==> config.mk <==
export PLATFORM = sky130hd
export DESIGN_NAME = bus_chain_top
export DESIGN_NICKNAME = d
export VERILOG_FILES = /design/src/bus_pkg.sv /design/src/bus_width_up.sv /design/src/bus_pipe.sv /design/src/bus_width_down.sv /design/src/bus_chain_top.sv
export VERILOG_INCLUDE_DIRS = /design/src /design/src/src
export SDC_FILE = /design/constraint.sdc
export NUM_CORES = 1
export LEC_CHECK = 0
export ABC_AREA = 1
export ABC_CLOCK_PERIOD_IN_PS = 8170
export BUFFER_PORTS_ARGS = -buffer_cell sky130_fd_sc_hd__buf_2
export CAP_MARGIN = 20
export CORE_MARGIN = 10
export CORE_UTILIZATION = 45
export CTS_CLUSTER_SIZE = 20
export DETAILED_ROUTE_END_ITERATION = 7
export PLACE_DENSITY_LB_ADDON = 0.05
export SETUP_SLACK_MARGIN = 0.4
export SLEW_MARGIN = 15
export SYNTH_ARGS = -nofsm -noshare
export SYNTH_HDL_FRONTEND = slang
export SYNTH_SLANG_ARGS = --single-unit
==> constraint.sdc <==
create_clock -name clk -period 8.17 [get_ports clk]
set_clock_uncertainty 0.1 [all_clocks]
set_input_delay 0 -clock clk [delete_from_list [all_inputs] [get_ports clk]]
set_output_delay 0 -clock clk [all_outputs]
set_load 0.05 [all_outputs]
==> src/bus_params.svh <==
`ifndef BUS_PARAMS_SVH
`define BUS_PARAMS_SVH

// Narrow stream word width in bits
`define BUS_NARROW_W 32

// Register stages in the wide pipe
`define BUS_PIPE_STAGES 4

// Half order of the wide word
// 0 puts the first narrow word low, 1 puts it high
`define BUS_BIGENDIAN 1'b0

`endif

==> src/bus_pkg.sv <==
`default_nettype none

`include "bus_params.svh"

package bus_pkg;

    // ==============================
    // Data words
    // ==============================
    typedef logic [`BUS_NARROW_W-1:0]   narrow_t;
    // Wide word holds exactly two narrow words
    typedef logic [2*`BUS_NARROW_W-1:0] wide_t;

    // ==============================
    // Forward bus signals
    // ==============================
    // rdy runs the other way, kept outside the structs
    typedef struct packed {
        logic    valid;
        narrow_t data;
    } narrow_fwd_t;

    typedef struct packed {
        logic  valid;
        wide_t data;
    } wide_fwd_t;

endpackage

`default_nettype wire

==> src/bus_width_up.sv <==
`timescale 1ns/1ns
`default_nettype none

module bus_width_up #(
    parameter bit BIGENDIAN = 1'b0
) (
    input  logic                  clk,
    input  logic                  arst_n,
    input  bus_pkg::narrow_fwd_t  in_fwd,
    output logic                  in_rdy,
    output bus_pkg::wide_fwd_t    out_fwd,
    input  logic                  out_rdy
);

    // ==============================
    // State
    // ==============================
    // First word of the current pair
    bus_pkg::narrow_t half_d;
    // High while a first word waits in half_d
    logic             phase;
    // Packed wide output register
    logic             out_v;
    bus_pkg::wide_t   out_d;

    logic             in_acc;
    logic             out_acc;
    logic             pair_done;

    // ==============================
    // Handshake
    // ==============================
    // Room when output empty or leaving this cycle
    assign in_rdy    = !out_v || out_rdy;
    assign in_acc    = in_fwd.valid && in_rdy;
    assign out_acc   = out_v && out_rdy;
    // Second word of a pair arrives
    assign pair_done = in_acc && phase;

    // ==============================
    // Control
    // ==============================
    always_ff @(posedge clk or negedge arst_n) begin
        if (!arst_n) begin
            phase <= 1'b0;
            out_v <= 1'b0;
        end else begin
            // Toggle on every accepted narrow word
            if (in_acc) begin
                phase <= !phase;
            end
            // Fill beats drain when both happen together
            if (pair_done) begin
                out_v <= 1'b1;
            end else if (out_acc) begin
                out_v <= 1'b0;
            end
        end
    end

    // ==============================
    // Data path
    // ==============================
    always_ff @(posedge clk) begin
        // Park the first word
        if (in_acc && !phase) begin
            half_d <= in_fwd.data;
        end
        // Join the pair, first word in the half set by BIGENDIAN
        if (pair_done) begin
            if (BIGENDIAN) begin
                out_d <= {half_d, in_fwd.data};
            end else begin
                out_d <= {in_fwd.data, half_d};
            end
        end
    end

    assign out_fwd = '{valid: out_v, data: out_d};

endmodule

`default_nettype wire

==> src/bus_pipe.sv <==
`timescale 1ns/1ns
`default_nettype none

module bus_pipe #(
    parameter int unsigned STAGES = 4
) (
    input  logic                clk,
    input  logic                arst_n,
    input  bus_pkg::wide_fwd_t  in_fwd,
    output logic                in_rdy,
    output bus_pkg::wide_fwd_t  out_fwd,
    input  logic                out_rdy
);

    // ==============================
    // Stage links
    // ==============================
    // Link i feeds stage i, link STAGES is the pipe output
    bus_pkg::wide_fwd_t link_fwd [STAGES+1];
    logic               link_rdy [STAGES+1];

    assign link_fwd[0]      = in_fwd;
    assign in_rdy           = link_rdy[0];
    assign out_fwd          = link_fwd[STAGES];
    assign link_rdy[STAGES] = out_rdy;

    // ==============================
    // Skid stages
    // ==============================
    for (genvar i = 0; i < STAGES; i++) begin : g_stage
        // Main register drives the next link
        logic           main_v;
        bus_pkg::wide_t main_d;
        // Skid register catches the word in flight when downstream stalls
        logic           skid_v;
        bus_pkg::wide_t skid_d;

        logic           load_main;
        logic           load_skid;

        // Main free or draining this cycle
        assign load_main = !main_v || link_rdy[i+1];
        // Main stuck, incoming word goes to skid
        assign load_skid = !load_main && link_fwd[i].valid && !skid_v;

        always_ff @(posedge clk or negedge arst_n) begin
            if (!arst_n) begin
                main_v <= 1'b0;
                skid_v <= 1'b0;
            end else begin
                if (load_main) begin
                    // Skid first, it holds the older word
                    main_v <= skid_v || link_fwd[i].valid;
                    skid_v <= 1'b0;
                end else if (load_skid) begin
                    skid_v <= 1'b1;
                end
            end
        end

        always_ff @(posedge clk) begin
            if (load_main) begin
                main_d <= skid_v ? skid_d : link_fwd[i].data;
            end
            if (load_skid) begin
                skid_d <= link_fwd[i].data;
            end
        end

        // Upstream rdy comes straight off the skid flop
        // Full skid means no slot left for a word in flight
        assign link_rdy[i]   = !skid_v;
        assign link_fwd[i+1] = '{valid: main_v, data: main_d};
    end

endmodule

`default_nettype wire

==> src/bus_width_down.sv <==
`timescale 1ns/1ns
`default_nettype none

module bus_width_down #(
    parameter bit BIGENDIAN = 1'b0
) (
    input  logic                  clk,
    input  logic                  arst_n,
    input  bus_pkg::wide_fwd_t    in_fwd,
    output logic                  in_rdy,
    output bus_pkg::narrow_fwd_t  out_fwd,
    input  logic                  out_rdy
);

    localparam int unsigned NW = $bits(bus_pkg::narrow_t);

    // ==============================
    // State
    // ==============================
    // Wide word being split
    logic             full_v;
    bus_pkg::wide_t   wide_d;
    // 0 while the first half is on the output, 1 for the second
    logic             sel;

    bus_pkg::narrow_t first_half;
    bus_pkg::narrow_t second_half;
    logic             in_acc;
    logic             out_acc;
    logic             last;

    // Half order matches the upsizer
    assign first_half  = BIGENDIAN ? wide_d[2*NW-1:NW] : wide_d[NW-1:0];
    assign second_half = BIGENDIAN ? wide_d[NW-1:0] : wide_d[2*NW-1:NW];

    // ==============================
    // Handshake
    // ==============================
    assign out_acc = full_v && out_rdy;
    // Second half leaves, register frees up this cycle
    assign last    = out_acc && sel;
    assign in_rdy  = !full_v || last;
    assign in_acc  = in_fwd.valid && in_rdy;

    always_ff @(posedge clk or negedge arst_n) begin
        if (!arst_n) begin
            full_v <= 1'b0;
            sel    <= 1'b0;
        end else begin
            if (in_acc) begin
                full_v <= 1'b1;
            end else if (last) begin
                full_v <= 1'b0;
            end
            // Back to 0 after the second half, ready for the next word
            if (out_acc) begin
                sel <= !sel;
            end
        end
    end

    always_ff @(posedge clk) begin
        if (in_acc) begin
            wide_d <= in_fwd.data;
        end
    end

    assign out_fwd = '{valid: full_v, data: (sel ? second_half : first_half)};

endmodule

`default_nettype wire

==> src/bus_chain_top.sv <==
`timescale 1ns/1ns
`default_nettype none

`include "bus_params.svh"

module bus_chain_top (
    input  logic                  clk,
    input  logic                  arst_n,
    input  bus_pkg::narrow_fwd_t  in_fwd,
    output logic                  in_rdy,
    output bus_pkg::narrow_fwd_t  out_fwd,
    input  logic                  out_rdy
);

    // ==============================
    // Wide links
    // ==============================
    // Upsizer to pipe
    bus_pkg::wide_fwd_t up_fwd;
    logic               up_rdy;
    // Pipe to downsizer
    bus_pkg::wide_fwd_t pipe_fwd;
    logic               pipe_rdy;

    // ==============================
    // Narrow to wide
    // ==============================
    bus_width_up #(
        .BIGENDIAN (`BUS_BIGENDIAN)
    ) u_bus_width_up (
        .clk     (clk),
        .arst_n  (arst_n),
        .in_fwd  (in_fwd),
        .in_rdy  (in_rdy),
        .out_fwd (up_fwd),
        .out_rdy (up_rdy)
    );

    // Registered stages, rdy broken at every stage
    bus_pipe #(
        .STAGES (`BUS_PIPE_STAGES)
    ) u_bus_pipe (
        .clk     (clk),
        .arst_n  (arst_n),
        .in_fwd  (up_fwd),
        .in_rdy  (up_rdy),
        .out_fwd (pipe_fwd),
        .out_rdy (pipe_rdy)
    );

    // ==============================
    // Wide to narrow
    // ==============================
    // Same BIGENDIAN as the upsizer keeps port order unchanged
    bus_width_down #(
        .BIGENDIAN (`BUS_BIGENDIAN)
    ) u_bus_width_down (
        .clk     (clk),
        .arst_n  (arst_n),
        .in_fwd  (pipe_fwd),
        .in_rdy  (pipe_rdy),
        .out_fwd (out_fwd),
        .out_rdy (out_rdy)
    );

endmodule

`default_nettype wire

==> out/qor.yml <==
route:
  first_iter_violations: 754
  route.detailed.drc: 0
  ant_nets: 0
  num_vias: 11240
  post_drt_wl_per_cell_um: 14.37
  via_per_inst: 4.406
  detail_route.wirelength_mm: 36.67
  first_pass_iters: 5
layout:
  n_fill_cell: 4512
  finish.net_count: 1837
  syn2layout_area_growth_pct: 15.14
  layout-drive-gt1-share_pct: 10.62
  diodes: 0
  multi_input_area_sq_mm: 0.003143
  regArea_sq_mm: 0.02048
synth:
  yosysTopAreaCell: "sky130_fd_sc_hd__edfxtp_1"
  synth_enable_flop_cells: 672
  synthesis.instances: 1652
  synth.ff_latch_count: 684
  synth_common_cells: "sky130_fd_sc_hd__edfxtp_1 (672), sky130_fd_sc_hd__nand2_1 (620), sky130_fd_sc_hd__inv_1 (130)"
  seq_area_frac_synth_pct: 83.47
  synth_nets: 1688
  postSynth.asyncResetShare_pct: 1.754
  dominantRegCellSynth: "sky130_fd_sc_hd__edfxtp_1"
  post_synth_main_area_contributors: "sky130_fd_sc_hd__edfxtp_1 (82%), sky130_fd_sc_hd__nand2_1 (9.5%), sky130_fd_sc_hd__o21ai_0 (2.6%)"
  synth_area_per_cell_sq_um: 14.85
  yosysUniqueCellTypes: 19
  combined_area_of_all_synthesized_cells_sq_mm: 0.02453
  synth-warning-count: 0
  yosysTopAreaCellShare_pct: 82.25
  synth.most_common_cell: "sky130_fd_sc_hd__edfxtp_1"
sta:
  final_min_period_over_clock_period_pct: 34.62
  hold_viol: 0
  post-route-min-period_ns: 2.829
  grt_setup_unrepaired: "no"
  timing.setup.tns_ns: 0
  fmax_mhz: 353.5
  finalMaxSlewViolations: 0
  slew_headroom_pct: 42.96
  tightest_slew_ns: 0.8556
  finalSetupViolCount: 0
power:
  power.density_mw_per_mm2: 358.3
  power_leakage_nw: 10.74
  peakVddDrop_v: 0.0002087
  p_total_w: 0.01012
floorplanning:
  die_width_um: 253.5
  total_core_area_sq_mm: 0.05392
  io_pins: 70
  dieArea_sq_mm: 0.06426
  die_height_um: 253.5
  core.rowCount: 85
  start_util_pct: 45.50
grt:
  grt_first_pass_wirelength_mm: 60.11
  initial_antenna_violation_count: 0
  grt_max_degree: 132
  grt_remaining_overflow: 0
  grt_usage_pct: 11.61
  number_of_global_route_vias_before_repair: 10970
clock_tree:
  clockBufferDepth: 3
  clock-root-buffer: "sky130_fd_sc_hd__clkbuf_16"
  cts.reportedPaths.clkPinSlew_ns: 0.06
  cts_setup_buffers: 0
  cts-buffers-inserted: 72
  cts_htree_levels: 3
  clk_latency_ns: 0.59
  clock_tree_from_tritoncts: "built"
  clock-sinks: 684
  cts_resized: 0
worst_setup_path:
  worstSetupPathType: "flip-flop to flip-flop"
  critical_path.cell_chain: "buf_4, buf_16, nand2_2, buf_4, nor2_4, buf_4"
  critical_path.slowest_cell: "sky130_fd_sc_hd__buf_4"
  timing.reg2reg.setup_slack_ns: 5.34
  endpoint: "u_bus_pipe.g_stage[0].skid_d[62]$_DFFE_PP_"
  critPathMostFrequentCell: "sky130_fd_sc_hd__buf_4"
  worst-endpoint-required_ns: 8.28
  critPathLaunch: "u_bus_pipe.g_stage[1].skid_v$_DFFE_PN0P_"
  rr_endpoint: "u_bus_pipe.g_stage[0].skid_d[62]$_DFFE_PP_"
  critical_path.reg2reg.startpoint: "u_bus_pipe.g_stage[1].skid_v$_DFFE_PN0P_"
  cpPeakStageDelay_ns: 0.67
  cp_data_arrival_time_ns: 2.94
  worst_setup_path_start_kind: "flip-flop"
  setup.worst_path.end_class: "flip-flop"
  crit_path_max_fanout: 83
  r2r_cells: 6
placed_design:
  gp_congestion: 0.6902
  place_hpwl_mm: 21.65
  buffer_ports.inserted: 69
hold_path:
  timing.hold.worst.class: "input pin to flip-flop"
status:
  outcome: "finished, final reports clean"
run:
  cap_violations: 0
flip-flops by register name, summed over array words and instances, names as in the netlist:
name,flops
u_bus_pipe.g_stage.main_d,256
u_bus_pipe.g_stage.main_v,4
u_bus_width_up.phase,1
u_bus_pipe.g_stage.skid_d,256
u_bus_width_down.full_v,1
u_bus_width_down.wide_d,64
u_bus_width_up.out_d,64
u_bus_width_up.half_d,32
u_bus_width_up.out_v,1
u_bus_width_down.sel,1
u_bus_pipe.g_stage.skid_v,4
stage by stage:
| stage | worst slack [ns] | instances | hold slack [ns] | cell area [sq um] | utilization (%) |
|---|---|---|---|---|---|
| 2_1_floorplan | 1.736 | 1652 | -0.3956 | 24530 | - |
| 3_5_place_dp | 4.664 | 2369 | -0.1617 | 25460 | 47.22 |
| 5_1_grt | 5.071 | 2551 | 0.01412 | 28250 | 52.39 |
| 3_3_place_gp | 4.709 | 2369 | -0.1675 | 25460 | 47.22 |
| 4_1_cts | 4.667 | 2548 | 0.0001303 | 28170 | 52.25 |
| 6_report | 5.341 | 2551 | 0.04071 | 28250 | 52.39 |
metal layers:
layer  wire length (um)  up-vias  GRT usage, %
met4                715        0         4.714
met3               1542       55         2.799
met5                  0        -             0
li1                   -     5954             -
met2              14340      144         14.66
met1              20070     5087         18.50
cell families after synthesis:
| kind of cell | Yosys count | synth area share (%) |
|---|---|---|
| flops | 684 | 83.47 |
| simple gates | 639 | 9.878 |
| buf+inv | 197 | 3.942 |
| compound gates | 131 | 2.672 |
| xor+xnor | 1 | 0.03570 |
critical path: cells and delay by family (launching register included):
kind | cells | cell delay (ns)
buffers and inverters | 4 | 1.72
DFF | 1 | 0.34
and+or+nand+nor | 2 | 0.25
placed cells by master, fill, tap and decap left out, drive strengths merged:
master and n:
dfrtp 12, clkbuf 92, nor3b 2, xor2 1, edfxtp 672, buf 88, nand2 622, inv 135
nand3 2, clkinv 32, dlygate4sd3 51, bufinv 2, nor2 13, o21ai 129, a21oi 2
repair_timing:
action	4_1_cts	5_1_grt
endpoints found under the setup margin	0	0
hold endpoints to repair	80	0
hold buffers	51	0
how the worst min path moves through the flow:
stage	startpoint	to	slack [ns]	depth (start not counted)
5_1_grt	in_fwd[27]	u_bus_width_up.half_d[27]$_DFFE_PP_	0.01	2
3_5_place_dp	arst_n	u_bus_width_down.sel$_DFFE_PN0N_	-0.16	1
2_1_floorplan	arst_n	u_bus_pipe.g_stage[0].main_v$_DFFE_PN0P_	-0.40	0
4_1_cts	in_fwd[19]	u_bus_width_up.half_d[19]$_DFFE_PP_	0.0001	2
3_3_place_gp	arst_n	u_bus_width_down.sel$_DFFE_PN0N_	-0.17	1
6_report	in_fwd[1]	u_bus_width_up.out_d[33]$_DFFE_PP_	0.04	2
cell type report:
type                            count  share of cell area, %
Inverter                          133                  1.767
Sequential cell                   684                  72.51
Tap cell                          696                  3.083
Timing Repair Buffer              139                  3.720
Multi-Input combinational cell    771                  11.13
Clock inverter                     36                 0.7707
Clock buffer                       92                  7.020
power by group:
part,switching (W),internal (W)
sequential,0.000294,0.00509
combinational,0.00133,0.000379
clock,0.00125,0.00177
Note: power is estimated with default switching activity, not from simulation.
